$ cat src/common/stage2_pkg.sv
package stage2_pkg;

    // ========================================
    // datapath widths
    // ========================================
    localparam int PIX_W  = 8;   // unsigned input pixel
    localparam int WGT_W  = 8;   // signed kernel weight
    localparam int BIAS_W = 16;  // signed bias
    localparam int ACC_W  = 21;  // signed sum of nine products plus bias
    localparam int FMAP_W = 19;  // feature point after relu

    // apb bus
    localparam int APB_AW = 8;
    localparam int APB_DW = 32;

    // ========================================
    // register map
    // ========================================
    localparam logic [APB_AW-1:0] ADDR_CTRL   = 8'h00;  // bit 0 enable
    localparam logic [APB_AW-1:0] ADDR_WGT0   = 8'h04;  // weights 0..3
    localparam logic [APB_AW-1:0] ADDR_WGT1   = 8'h08;  // weights 4..7
    localparam logic [APB_AW-1:0] ADDR_WGT2   = 8'h0C;  // weight 8, low byte
    localparam logic [APB_AW-1:0] ADDR_BIAS   = 8'h10;  // low 16 bits
    localparam logic [APB_AW-1:0] ADDR_STATUS = 8'h14;  // pooled point count, ro

    // ========================================
    // configuration write word
    // ========================================
    typedef logic signed [WGT_W-1:0] wgt_byte_t;

    // bias register layout
    typedef struct packed {
        logic [APB_DW-BIAS_W-1:0] pad;
        logic signed [BIAS_W-1:0] bias;
    } bias_word_t;

    // one apb data word, seen either as four weight bytes or as the bias field
    // byte 0 of the weight view is the lowest-numbered weight of that register
    typedef union packed {
        wgt_byte_t [3:0] wgt;
        bias_word_t      bias_f;
    } cfg_word_u;

endpackage

$ cat src/hw/stage2_cfg_apb.sv
`timescale 1ns/1ns

module stage2_cfg_apb (
    input  logic                                clk,
    input  logic                                reset_n,
    input  logic                                i_psel,
    input  logic                                i_penable,
    input  logic                                i_pwrite,
    input  logic [stage2_pkg::APB_AW-1:0]       i_paddr,
    input  logic [stage2_pkg::APB_DW-1:0]       i_pwdata,
    input  logic                                i_pool_valid,
    output logic [stage2_pkg::APB_DW-1:0]       o_prdata,
    output logic                                o_pready,
    output logic                                o_pslverr,
    output logic                                o_enable,
    output logic signed [stage2_pkg::WGT_W-1:0] o_wgt0,
    output logic signed [stage2_pkg::WGT_W-1:0] o_wgt1,
    output logic signed [stage2_pkg::WGT_W-1:0] o_wgt2,
    output logic signed [stage2_pkg::WGT_W-1:0] o_wgt3,
    output logic signed [stage2_pkg::WGT_W-1:0] o_wgt4,
    output logic signed [stage2_pkg::WGT_W-1:0] o_wgt5,
    output logic signed [stage2_pkg::WGT_W-1:0] o_wgt6,
    output logic signed [stage2_pkg::WGT_W-1:0] o_wgt7,
    output logic signed [stage2_pkg::WGT_W-1:0] o_wgt8,
    output logic signed [stage2_pkg::BIAS_W-1:0] o_bias
);

    logic                              access;
    logic                              addr_hit;
    logic                              wr_en;
    logic                              enable_rise;
    stage2_pkg::cfg_word_u             wr_word;
    logic [stage2_pkg::WGT_W-1:0]      wgt_q [0:8];
    logic [stage2_pkg::BIAS_W-1:0]     bias_q;
    logic                              enable_q;
    logic [stage2_pkg::APB_DW-1:0]     status_q;

    assign access  = i_psel & i_penable;
    assign wr_word = i_pwdata;
    assign wr_en   = access & i_pwrite & addr_hit;

    // 0 -> 1 on enable restarts the point count
    assign enable_rise = wr_en && (i_paddr == stage2_pkg::ADDR_CTRL) && i_pwdata[0] && !enable_q;

    always_comb begin
        case (i_paddr)
            stage2_pkg::ADDR_CTRL,
            stage2_pkg::ADDR_WGT0,
            stage2_pkg::ADDR_WGT1,
            stage2_pkg::ADDR_WGT2,
            stage2_pkg::ADDR_BIAS,
            stage2_pkg::ADDR_STATUS: addr_hit = 1'b1;
            default:                 addr_hit = 1'b0;
        endcase
    end

    assign o_pready  = 1'b1;          // no wait states
    assign o_pslverr = access & ~addr_hit;

    // ========================================
    // config registers
    // ========================================
    always_ff @(posedge clk or negedge reset_n) begin
        if (!reset_n) begin
            enable_q <= 1'b0;
            bias_q   <= '0;
            for (int k = 0; k < 9; k++) begin
                wgt_q[k] <= '0;
            end
        end else if (wr_en) begin
            case (i_paddr)
                stage2_pkg::ADDR_CTRL: enable_q <= i_pwdata[0];
                stage2_pkg::ADDR_WGT0: begin
                    for (int k = 0; k < 4; k++) begin
                        wgt_q[k] <= wr_word.wgt[k];
                    end
                end
                stage2_pkg::ADDR_WGT1: begin
                    for (int k = 0; k < 4; k++) begin
                        wgt_q[k+4] <= wr_word.wgt[k];
                    end
                end
                stage2_pkg::ADDR_WGT2: wgt_q[8] <= wr_word.wgt[0];
                stage2_pkg::ADDR_BIAS: bias_q   <= wr_word.bias_f.bias;
                default: ;                    // status is read only
            endcase
        end
    end

    // pooled point counter
    always_ff @(posedge clk or negedge reset_n) begin
        if (!reset_n) begin
            status_q <= '0;
        end else if (enable_rise) begin
            status_q <= '0;
        end else if (i_pool_valid) begin
            status_q <= status_q + 1'b1;
        end
    end

    // read mux, unmapped offsets read zero
    always_comb begin
        o_prdata = '0;
        if (access && !i_pwrite) begin
            case (i_paddr)
                stage2_pkg::ADDR_CTRL:   o_prdata = {{(stage2_pkg::APB_DW-1){1'b0}}, enable_q};
                stage2_pkg::ADDR_WGT0:   o_prdata = {wgt_q[3], wgt_q[2], wgt_q[1], wgt_q[0]};
                stage2_pkg::ADDR_WGT1:   o_prdata = {wgt_q[7], wgt_q[6], wgt_q[5], wgt_q[4]};
                stage2_pkg::ADDR_WGT2:   o_prdata = {{(stage2_pkg::APB_DW-stage2_pkg::WGT_W){1'b0}},
                                                     wgt_q[8]};
                stage2_pkg::ADDR_BIAS:   o_prdata = {{(stage2_pkg::APB_DW-stage2_pkg::BIAS_W){1'b0}},
                                                     bias_q};
                stage2_pkg::ADDR_STATUS: o_prdata = status_q;
                default:                 o_prdata = '0;
            endcase
        end
    end

    assign o_enable = enable_q;
    assign o_wgt0   = wgt_q[0];
    assign o_wgt1   = wgt_q[1];
    assign o_wgt2   = wgt_q[2];
    assign o_wgt3   = wgt_q[3];
    assign o_wgt4   = wgt_q[4];
    assign o_wgt5   = wgt_q[5];
    assign o_wgt6   = wgt_q[6];
    assign o_wgt7   = wgt_q[7];
    assign o_wgt8   = wgt_q[8];
    assign o_bias   = bias_q;

endmodule

$ cat src/conv/stage2_conv3x3.sv
`timescale 1ns/1ns

module stage2_conv3x3 #(
    parameter int IMG_W = 26,
    parameter int IMG_H = 26
) (
    input  logic                                 clk,
    input  logic                                 reset_n,
    input  logic                                 i_enable,
    input  logic                                 i_in_valid,
    input  logic [stage2_pkg::PIX_W-1:0]         i_in_pix,
    input  logic signed [stage2_pkg::WGT_W-1:0]  i_wgt0,
    input  logic signed [stage2_pkg::WGT_W-1:0]  i_wgt1,
    input  logic signed [stage2_pkg::WGT_W-1:0]  i_wgt2,
    input  logic signed [stage2_pkg::WGT_W-1:0]  i_wgt3,
    input  logic signed [stage2_pkg::WGT_W-1:0]  i_wgt4,
    input  logic signed [stage2_pkg::WGT_W-1:0]  i_wgt5,
    input  logic signed [stage2_pkg::WGT_W-1:0]  i_wgt6,
    input  logic signed [stage2_pkg::WGT_W-1:0]  i_wgt7,
    input  logic signed [stage2_pkg::WGT_W-1:0]  i_wgt8,
    input  logic signed [stage2_pkg::BIAS_W-1:0] i_bias,
    output logic                                 o_conv_valid,
    output logic [stage2_pkg::FMAP_W-1:0]        o_conv_fmap
);

    localparam int ROW_W  = $clog2(IMG_H);
    localparam int COL_W  = $clog2(IMG_W);
    localparam int PROD_W = stage2_pkg::PIX_W + 1 + stage2_pkg::WGT_W;  // 17

    logic [ROW_W-1:0]                    row;
    logic [COL_W-1:0]                    col;
    logic                                accept;
    logic [stage2_pkg::PIX_W-1:0]        line_buf0 [0:IMG_W-1];  // row r-2
    logic [stage2_pkg::PIX_W-1:0]        line_buf1 [0:IMG_W-1];  // row r-1
    logic [stage2_pkg::PIX_W-1:0]        win [0:2][0:2];         // [row][col], 0 is oldest
    logic                                win_vld;
    logic                                prod_vld;
    logic signed [stage2_pkg::WGT_W-1:0] wgt [0:8];
    logic signed [PROD_W-1:0]            prod [0:8];
    logic signed [stage2_pkg::ACC_W-1:0] sum;

    assign accept = i_enable & i_in_valid;

    assign wgt[0] = i_wgt0;
    assign wgt[1] = i_wgt1;
    assign wgt[2] = i_wgt2;
    assign wgt[3] = i_wgt3;
    assign wgt[4] = i_wgt4;
    assign wgt[5] = i_wgt5;
    assign wgt[6] = i_wgt6;
    assign wgt[7] = i_wgt7;
    assign wgt[8] = i_wgt8;

    // ========================================
    // row / col counters
    // ========================================
    always_ff @(posedge clk or negedge reset_n) begin
        if (!reset_n) begin
            row <= '0;
            col <= '0;
        end else if (!i_enable) begin
            row <= '0;   // parked while disabled
            col <= '0;
        end else if (i_in_valid) begin
            if (col == COL_W'(IMG_W-1)) begin
                col <= '0;
                if (row == ROW_W'(IMG_H-1)) begin
                    row <= '0;
                end else begin
                    row <= row + 1'b1;
                end
            end else begin
                col <= col + 1'b1;
            end
        end
    end

    // ========================================
    // line buffers and 3x3 window
    // ========================================
    always_ff @(posedge clk) begin
        if (accept) begin
            line_buf0[col] <= line_buf1[col];
            line_buf1[col] <= i_in_pix;
            for (int r = 0; r < 3; r++) begin
                win[r][0] <= win[r][1];
                win[r][1] <= win[r][2];
            end
            // new column, top to bottom
            win[0][2] <= line_buf0[col];
            win[1][2] <= line_buf1[col];
            win[2][2] <= i_in_pix;
        end
    end

    // window is complete once two rows and two columns are behind us
    always_ff @(posedge clk or negedge reset_n) begin
        if (!reset_n) begin
            win_vld      <= 1'b0;
            prod_vld     <= 1'b0;
            o_conv_valid <= 1'b0;
        end else begin
            win_vld      <= accept && (row >= ROW_W'(2)) && (col >= COL_W'(2));
            prod_vld     <= win_vld;
            o_conv_valid <= prod_vld;
        end
    end

    // stage 1, nine products
    always_ff @(posedge clk) begin
        if (win_vld) begin
            for (int k = 0; k < 9; k++) begin
                prod[k] <= $signed({1'b0, win[k/3][k%3]}) * wgt[k];
            end
        end
    end

    // adder tree plus bias
    always_comb begin
        sum = i_bias;
        for (int k = 0; k < 9; k++) begin
            sum = sum + prod[k];
        end
    end

    // stage 2, relu
    always_ff @(posedge clk) begin
        if (prod_vld) begin
            o_conv_fmap <= sum[stage2_pkg::ACC_W-1] ? '0 : sum[stage2_pkg::FMAP_W-1:0];
        end
    end

endmodule

$ cat src/pool/stage2_pooling.sv
`timescale 1ns/1ns

module stage2_pooling #(
    parameter int IMG_W = 26,
    parameter int IMG_H = 26
) (
    input  logic                          clk,
    input  logic                          reset_n,
    input  logic                          i_in_valid,
    input  logic [stage2_pkg::FMAP_W-1:0] i_in_fmap,
    output logic                          o_ot_valid,
    output logic [stage2_pkg::FMAP_W-1:0] o_ot_fmap
);

    // feature map shrinks by the 3x3 kernel border
    localparam int FM_W  = IMG_W - 2;
    localparam int FM_H  = IMG_H - 2;
    localparam int ROW_W = $clog2(FM_H);
    localparam int COL_W = $clog2(FM_W);

    logic [ROW_W-1:0]              row;
    logic [COL_W-1:0]              col;
    logic [COL_W-1:0]              col_even;
    logic                          pool_hit;
    logic [stage2_pkg::FMAP_W-1:0] line_buf [0:FM_W-1];  // previous feature row
    logic [stage2_pkg::FMAP_W-1:0] prev_pt;              // left neighbour, current row
    logic [stage2_pkg::FMAP_W-1:0] max_top;
    logic [stage2_pkg::FMAP_W-1:0] max_bot;
    logic [stage2_pkg::FMAP_W-1:0] pool_max;

    function automatic logic [stage2_pkg::FMAP_W-1:0] max2(
        input logic [stage2_pkg::FMAP_W-1:0] a,
        input logic [stage2_pkg::FMAP_W-1:0] b
    );
        return (a > b) ? a : b;
    endfunction

    // ========================================
    // row / col counters
    // ========================================
    always_ff @(posedge clk or negedge reset_n) begin
        if (!reset_n) begin
            row <= '0;
            col <= '0;
        end else if (i_in_valid) begin
            if (col == COL_W'(FM_W-1)) begin
                col <= '0;
                if (row == ROW_W'(FM_H-1)) begin
                    row <= '0;      // frame done
                end else begin
                    row <= row + 1'b1;
                end
            end else begin
                col <= col + 1'b1;
            end
        end
    end

    // bottom-right corner of a 2x2 block
    assign pool_hit = i_in_valid & row[0] & col[0];
    assign col_even = {col[COL_W-1:1], 1'b0};

    // ========================================
    // point storage
    // ========================================
    always_ff @(posedge clk) begin
        if (i_in_valid) begin
            if (!row[0]) begin
                line_buf[col] <= i_in_fmap;  // even rows only, read back on the odd row
            end
            prev_pt <= i_in_fmap;
        end
    end

    // comparison tree over the 2x2 block
    assign max_top  = max2(line_buf[col_even], line_buf[col]);
    assign max_bot  = max2(prev_pt, i_in_fmap);
    assign pool_max = max2(max_top, max_bot);

    always_ff @(posedge clk or negedge reset_n) begin
        if (!reset_n) begin
            o_ot_valid <= 1'b0;
        end else begin
            o_ot_valid <= pool_hit;  // single-cycle pulse
        end
    end

    always_ff @(posedge clk) begin
        if (pool_hit) begin
            o_ot_fmap <= pool_max;
        end
    end

endmodule

$ cat src/hw/stage2_core_top.sv
`timescale 1ns/1ns

module stage2_core_top #(
    parameter int IMG_W = 26,
    parameter int IMG_H = 26
) (
    input  logic                          clk,
    input  logic                          reset_n,
    input  logic                          i_psel,
    input  logic                          i_penable,
    input  logic                          i_pwrite,
    input  logic [stage2_pkg::APB_AW-1:0] i_paddr,
    input  logic [stage2_pkg::APB_DW-1:0] i_pwdata,
    output logic [stage2_pkg::APB_DW-1:0] o_prdata,
    output logic                          o_pready,
    output logic                          o_pslverr,
    input  logic                          i_in_valid,
    input  logic [stage2_pkg::PIX_W-1:0]  i_in_pix,
    output logic                          o_ot_valid,
    output logic [stage2_pkg::FMAP_W-1:0] o_ot_fmap
);

    logic                                 enable;
    logic signed [stage2_pkg::WGT_W-1:0]  wgt0;
    logic signed [stage2_pkg::WGT_W-1:0]  wgt1;
    logic signed [stage2_pkg::WGT_W-1:0]  wgt2;
    logic signed [stage2_pkg::WGT_W-1:0]  wgt3;
    logic signed [stage2_pkg::WGT_W-1:0]  wgt4;
    logic signed [stage2_pkg::WGT_W-1:0]  wgt5;
    logic signed [stage2_pkg::WGT_W-1:0]  wgt6;
    logic signed [stage2_pkg::WGT_W-1:0]  wgt7;
    logic signed [stage2_pkg::WGT_W-1:0]  wgt8;
    logic signed [stage2_pkg::BIAS_W-1:0] bias;
    logic                                 conv_valid;
    logic [stage2_pkg::FMAP_W-1:0]        conv_fmap;

    // ========================================
    // register block
    // ========================================
    stage2_cfg_apb u_cfg (
        .clk          (clk),
        .reset_n      (reset_n),
        .i_psel       (i_psel),
        .i_penable    (i_penable),
        .i_pwrite     (i_pwrite),
        .i_paddr      (i_paddr),
        .i_pwdata     (i_pwdata),
        .i_pool_valid (o_ot_valid),   // counts pooled points
        .o_prdata     (o_prdata),
        .o_pready     (o_pready),
        .o_pslverr    (o_pslverr),
        .o_enable     (enable),
        .o_wgt0       (wgt0),
        .o_wgt1       (wgt1),
        .o_wgt2       (wgt2),
        .o_wgt3       (wgt3),
        .o_wgt4       (wgt4),
        .o_wgt5       (wgt5),
        .o_wgt6       (wgt6),
        .o_wgt7       (wgt7),
        .o_wgt8       (wgt8),
        .o_bias       (bias)
    );

    // ========================================
    // datapath
    // ========================================
    stage2_conv3x3 #(
        .IMG_W (IMG_W),
        .IMG_H (IMG_H)
    ) u_conv (
        .clk          (clk),
        .reset_n      (reset_n),
        .i_enable     (enable),
        .i_in_valid   (i_in_valid),
        .i_in_pix     (i_in_pix),
        .i_wgt0       (wgt0),
        .i_wgt1       (wgt1),
        .i_wgt2       (wgt2),
        .i_wgt3       (wgt3),
        .i_wgt4       (wgt4),
        .i_wgt5       (wgt5),
        .i_wgt6       (wgt6),
        .i_wgt7       (wgt7),
        .i_wgt8       (wgt8),
        .i_bias       (bias),
        .o_conv_valid (conv_valid),
        .o_conv_fmap  (conv_fmap)
    );

    stage2_pooling #(
        .IMG_W (IMG_W),
        .IMG_H (IMG_H)
    ) u_pool (
        .clk        (clk),
        .reset_n    (reset_n),
        .i_in_valid (conv_valid),
        .i_in_fmap  (conv_fmap),
        .o_ot_valid (o_ot_valid),
        .o_ot_fmap  (o_ot_fmap)
    );

endmodule

$ cat config.mk
export PLATFORM = sky130hd
export DESIGN_NAME = stage2_core_top
export DESIGN_NICKNAME = d
export VERILOG_FILES = /design/src/common/stage2_pkg.sv /design/src/hw/stage2_cfg_apb.sv /design/src/conv/stage2_conv3x3.sv /design/src/pool/stage2_pooling.sv /design/src/hw/stage2_core_top.sv
export SDC_FILE = /design/constraint.sdc
export NUM_CORES = 2
export LEC_CHECK = 0
export BUFFER_PORTS_ARGS = -buffer_cell sky130_fd_sc_hd__buf_4
export CELL_PAD_IN_SITES_DETAIL_PLACEMENT = 0
export CELL_PAD_IN_SITES_GLOBAL_PLACEMENT = 1
export CORE_UTILIZATION = 45
export DETAILED_ROUTE_END_ITERATION = 10
export PLACE_DENSITY = 0.78
export SYNTH_ARGS = -nofsm -noshare
export SYNTH_HDL_FRONTEND = slang
export SYNTH_SLANG_ARGS = --single-unit
export TNS_END_PERCENT = 100
$ cat constraint.sdc
create_clock -name clk -period 7.63 [get_ports clk]
set_clock_uncertainty 0.05 [all_clocks]
set_input_delay 1.9075 -clock clk [delete_from_list [all_inputs] [get_ports clk]]
set_output_delay 1.9075 -clock clk [all_outputs]
set_load 0.01 [all_outputs]
Word-level counts from Yosys, hierarchy flattened
Memories as Yosys holds them, arrays and structs flattened.
Index checks and enable logic that the tools add are counted.
- flip-flop bits (word level): 202
- bits in writable memories: 1097
- bits of input ports: 54
- output and inout port bits: 54
- logic and storage cells: 117
- memories: 5
- memories (name ; words ; width ; read ports ; clocked after memory_dff ; write ports ; RTL line ; RTL):
    u_pool.line_buf ; 24 ; 19 ; 2 ; 0 ; 1 ; stage2_pooling.sv:25 ; logic [stage2_pkg::FMAP_W-1:0] line_buf [0:FM_W-1];
    u_conv.line_buf0 ; 26 ; 8 ; 1 ; 0 ; 1 ; stage2_conv3x3.sv:33 ; logic [stage2_pkg::PIX_W-1:0] line_buf0 [0:IMG_W-1];
    u_conv.line_buf1 ; 26 ; 8 ; 1 ; 0 ; 1 ; stage2_conv3x3.sv:34 ; logic [stage2_pkg::PIX_W-1:0] line_buf1 [0:IMG_W-1];
    u_conv.prod ; 9 ; 17 ; 9 ; 0 ; 9 ; stage2_conv3x3.sv:39 ; logic signed [PROD_W-1:0] prod [0:8];
    u_conv.win ; 3 ; 24 ; 3 ; 0 ; 3 ; stage2_conv3x3.sv:35 ; logic [stage2_pkg::PIX_W-1:0] win [0:2][0:2];
- add/sub/neg operators: 14
- multiply operators: 9
- $lt $le $gt $ge: 5
- equal/unequal tests: 11
- multiplexer cells: 24
- bitwise operators: 8
- reductions and logical operators: 18
- operator list (cell ; count):
    $pmux 32 s6 ; 1
    $mul 9x8->17 ; 9
    $add 21x17->21 ; 7
    $mux 32 ; 3
    $gt 19x19->1 ; 3
    $mux 19 ; 3
    $mux 5 ; 9
    $add 32x1->32 const B ; 1
    $add 5x1->5 const B ; 4
    $eq 5x5->1 const B ; 4
    $add 18x17->19 ; 1
    $add 16x17->18 ; 1
    $eq 8x4->1 const B ; 2
    $eq 8x5->1 const B ; 2
    $reduce_and 2->1 ; 7
    $ge 5x2->1 const B ; 2
    $eq 8x3->1 const B ; 1
    $logic_not 8->1 ; 1
    $mux 1 ; 8
    $and 1x1->1 ; 7
    $logic_and 1x1->1 ; 6
    $reduce_or 6->1 ; 1
    $logic_not 1->1 ; 2
    $ne 2x1->1 const B ; 1
    other kinds (3) ; 3

Longest topological paths before layout
An unclocked memory read counts as a cell.
- word-level depth: 10
- depth in mapped cells: 31
- gate-level depth less buffers: 25

Modules after synthesis
From an unflattened synthesis, not the netlist that was laid out.
- cells, all modules: 5631
- area, all modules: 76838.7 um^2
- by module, submodules not included (module ; instances ; cells an instance ; area each (um^2) ; seq. area each (um^2)):
    stage2_conv3x3 ; 1 ; 3820 ; 47982.3 ; 20144.3
    stage2_pooling ; 1 ; 1272 ; 22733.1 ; 15109.5
    stage2_cfg_apb ; 1 ; 539 ; 6123.4 ; 3027.9

Least setup slack after synthesis
Ideal clock, no wire load.
- path type: input to register
- from: in i_in_valid
- to: reg u_conv.row[3]
- setup time: 0.085 ns
- arrival: 6.573 ns
- data required time: 7.495 ns
- setup slack: 0.922 ns
- stages: 8
- path buffers: 1
- cell sequence: and2_1 clkbuf_1 nand2_1 nor3_1 nand2_1 a31oi_1 o21ai_0 o21ai_0
- longest elaborated chain between the ends: 2
- ends and longest elaborated chain (item ; RTL line ; RTL):
    from (decl) ; stage2_core_top.sv:17 ; input logic i_in_valid,
    $ne 2x2->1 (no line) ; - ;
    $reduce_and 2->1 (no line) ; - ;
    to (signal assigned) ; stage2_conv3x3.sv:70 ; row <= row + 1'b1;
    to (decl) ; stage2_conv3x3.sv:30 ; logic [ROW_W-1:0] row;
No other way between the ends.
A chain may end at the register's enable or synchronous reset.

Final worst setup path
- from: reg u_cfg.bias_q (netlist bit u_cfg.o_bias[1])
- to: reg u_conv.o_conv_fmap[7] in the netlist's numbering, data pin
- longest elaborated chain between the ends: 9
- ends and longest elaborated chain (item ; RTL line ; RTL):
    from (decl) ; stage2_cfg_apb.sv:34 ; logic [stage2_pkg::BIAS_W-1:0] bias_q;
    from (signal assigned) ; stage2_cfg_apb.sv:84 ; stage2_pkg::ADDR_BIAS: bias_q <= wr_word.bias_f.bias;
    $add 16x17->18 ; stage2_conv3x3.sv:122 ; sum = sum + prod[k];
    $add 18x17->19 ; stage2_conv3x3.sv:122 ;
    $add 21x17->21 (7 in series) ; stage2_conv3x3.sv:122 ;
    to (signal assigned) ; stage2_conv3x3.sv:129 ; o_conv_fmap <= sum[stage2_pkg::ACC_W-1] ? '0 : sum[stage2_pkg::FMAP_W-1:0];
    to (decl) ; stage2_conv3x3.sv:23 ; output logic [stage2_pkg::FMAP_W-1:0] o_conv_fmap
No other way between the ends.

==> metrics.txt <==
slew margin rel. 0.1754; area of the mapped netlist between 70000 and 80000 um^2; post-DR wirelength/cell roughly 23 um; Int Power 11.24 mW; vias in the first global route 44970; worst path arrival time approximately 7.5 ns; core area 167200 um^2; port bufs 106; Final Hold Violating Endpoints 0; Final min period slightly above 7 ns; count of pins over their slew limit 0; Max-cap violations 0; Ys Warns 0; DRT Wirelength 184.9 mm; synth top area cells edfxtp_1 (46%), fa_1 (12%), ha_1 (8.2%); DRT Pass-1 Iters 5; Worst EP required 8.09 ns; Mapped Cells 5619; clock tree sinks 1299; die width between 400 and 500 um; Post-synth ARST share 0.1116; CTS buffer count 136; layout net count 6785; outcome complete, no violations; insertion delay to the later sink of the worst-skew pair 0.79 ns; clock-pin slew on the worst setup and hold paths 0.06 ns; mean number of vias per cell ~5.6; post-synth top area share 0.4574; Worst Setup SP u_cfg.o_bias[1]$_DFFE_PN0P_; setup bufs post-CTS 0; Post-synth EDFFs 1154; clock network fraction of design power 0.453; Peak VDD IR roughly 0.0003 V; sequential element share of the synthesized area 0.5053; GP Congestion 0.8861; Die H 412.3 um; placed wire-length estimate 131.7 mm; Area growth, synth to finish 10.62%; Resized cells post-CTS 0; Hold Slack 0.4628 ns; hold crit path type reg2reg; Seq pwr share 0.540; final setup fails 0; Worst R2R End u_conv.o_conv_fmap[7]$_SDFFCE_PP0P_; Total Neg Setup Slack 0 ns; reg2reg path depth 25; # DRC 0; crit start category flip-flop; H-tree depth 4; Worst Max-Slew Pin Slew 1.237 ns; root buf cell clkbuf_16; Avg Inst Size Synth 13.48 um^2; commonest cells after routing, fill and taps aside edfxtp_1 (1154), inv_1 (669), ha_1 (495), fa_1 (458), nand2_1 (406); Total GRT Usage 0.2192; Overflow after GRT 0; CTS tree done; worst setup path endpoint u_conv.o_conv_fmap[7]$_SDFFCE_PP0P_; post-synth top area cell edfxtp_1; Initial Utilization 0.4530; Max Freq 141.2 MHz; # hold bufs at CTS 0; synthesis-stage register bit count 1299; Initial DRC Count 3696; row cnt 150; global-route wire length before repair 279.0 mm; routed vias around 45000; Worst R2R Setup Slack 0.55 ns; share of cells above drive strength 1 0.1295; switching pwr about 3 mW; commonest non-fill, non-tap cell in the layout edfxtp_1; pin count of the biggest net entering global routing 88; die area between 150000 and 200000 um^2; dominant synthesized flop cell edfxtp_1; worst flop-to-flop path startpoint u_cfg.o_bias[1]$_DFFE_PN0P_; power density over the cells 169.1 nW/um^2; crit path kind reg2reg; final period utilization 0.9280; initial antenna violation count 3; IO Pins roughly 110; Sw Share 0.2067; Crit Path Max Fanout 19; Gate power share 0.006; post-synthesis net count 6626; Crit. End Element flip-flop; RSZ-0062 raised after global routing false; Synth cell types ~80; antenna viol nets, final 0; Clock Tree Buf Depth 3; Leakage Power 32.90 nW
[worst max-delay path, stage by stage, from the launching register on]
cell and delay (ns):
dfrtp_1 0.41, fa_1 0.55, ha_1 0.18, inv_1 0.07
fa_1 0.45, nor2b_1 0.16, o31a_1 0.21, o41a_1 0.17
a31oi_1 0.12, a21oi_1 0.37, and2_1 0.21, o21ai_0 0.07
a221o_1 0.39, fa_1 0.50, fa_1 0.50, fa_1 0.50
inv_1 0.04, ha_1 0.33, a21oi_1 0.35, o21bai_1 0.11
a21o_1 0.21, a21oi_1 0.21, o21ai_0 0.18, nor3_2 0.13
buf_4 0.25, nor2_1 0.07
[per-layer routing]
layer,vias to the layer above,global-route usage,share of wire
met2,1393,0.3469,0.47
met1,23150,0.3134,0.45
li1,20170,-,-
met4,0,0.06296,0.026
met5,-,0,0
met3,261,0.03372,0.061
[power groups by stage]
| stage | sequential [mW] | clock [mW] | combinational [mW] |
|---|---|---|---|
| after CTS | 7.66 | 6.52 | 0.0931 |
| after floorplan | 7.80 | 0 | 0.0201 |
| after global placement | 7.80 | 0 | 0.0903 |
| after global routing | 7.65 | 6.78 | 0.100 |
| final | 7.66 | 6.42 | 0.0914 |
| after detailed placement | 7.80 | 0 | 0.0928 |
[cell type report]
type | instances | area (um^2)
fill | 14110 | 83420
sequential | 1299 | 38300
multi-input combinational | 3451 | 34220
clock buffer | 177 | 3598
tap | 2204 | 2758
inverter | 670 | 2515
timing repair buffer | 220 | 1705
clock inverter | 68 | 690.7
antenna | 4 | 10.01
[cell families (layout without fill, tap and decap cells)]
group | Yosys count | after routing | share of synthesized area
xor+xnor | 168 | 168 | 0.01942
buf+inv | 869 | 1135 | 0.04539
other cells | 1 | 5 | 0.00004950
simple gates | 1243 | 1243 | 0.08149
flops | 1299 | 1299 | 0.5053
compound gates | 562 | 562 | 0.04991
fa+ha+maj | 953 | 953 | 0.2028
mux | 524 | 524 | 0.09560
[cells in the mapped netlist (all sizes together), types with 22 or more instances]
cell type	number
edfxtp	1154
inv	669
ha	495
fa	458
nand2	406
and2	313
mux2i	242
nor2	218
a21oi	150
mux4	146
dfrtp	145
mux2	136
xnor2	120
clkbuf	115
buf	84
o21ai	74
nand2b	72
a21o	56
nand3	51
nor3	50
xor2	48
nor2b	46
a22oi	41
o22ai	41
a221oi	26
a32oi	23
nand4	22
o21a	22
[registers in the layout (all words and copies together), names as in the netlist, 16 cells and up]
signal	cells
u_cfg.o_bias	16
u_cfg.status_q	32
u_conv.line_buf0	208
u_conv.line_buf1	208
u_conv.o_conv_fmap	19
u_conv.prod	153
u_conv.win	72
u_pool.line_buf	456
u_pool.o_ot_fmap	19
u_pool.prev_pt	19
[metrics by stage]
stage,setup slack [ns],total power [mW],instance area (um^2),instances,util
CTS,0.6395,14.27,83790,8089,0.5011
global route,0.1613,14.53,83790,8089,0.5011
detailed placement,0.6724,7.898,79500,7844,0.4754
global placement,0.7236,7.895,79500,7844,0.4754
floorplan,0.9223,7.825,75750,5619,-
finish,0.5497,14.17,83800,8093,0.5011
[worst min-delay path by stage]
stage                              start                         to  slack (ns)  cells past startpoint
2_1_floorplan  u_pool.row[4]$_DFFE_PN0P_  u_pool.row[4]$_DFFE_PN0P_        0.41                      2
3_3_place_gp   u_pool.row[4]$_DFFE_PN0P_  u_pool.row[4]$_DFFE_PN0P_        0.44                      2
3_5_place_dp   u_pool.row[4]$_DFFE_PN0P_  u_pool.row[4]$_DFFE_PN0P_        0.45                      2
4_1_cts        u_pool.row[4]$_DFFE_PN0P_  u_pool.row[4]$_DFFE_PN0P_        0.46                      2
5_1_grt        u_pool.row[4]$_DFFE_PN0P_  u_pool.row[4]$_DFFE_PN0P_        0.49                      2
6_report       u_pool.row[4]$_DFFE_PN0P_  u_pool.row[4]$_DFFE_PN0P_        0.46                      2
No activity file was read; power rests on OpenSTA's default activity.
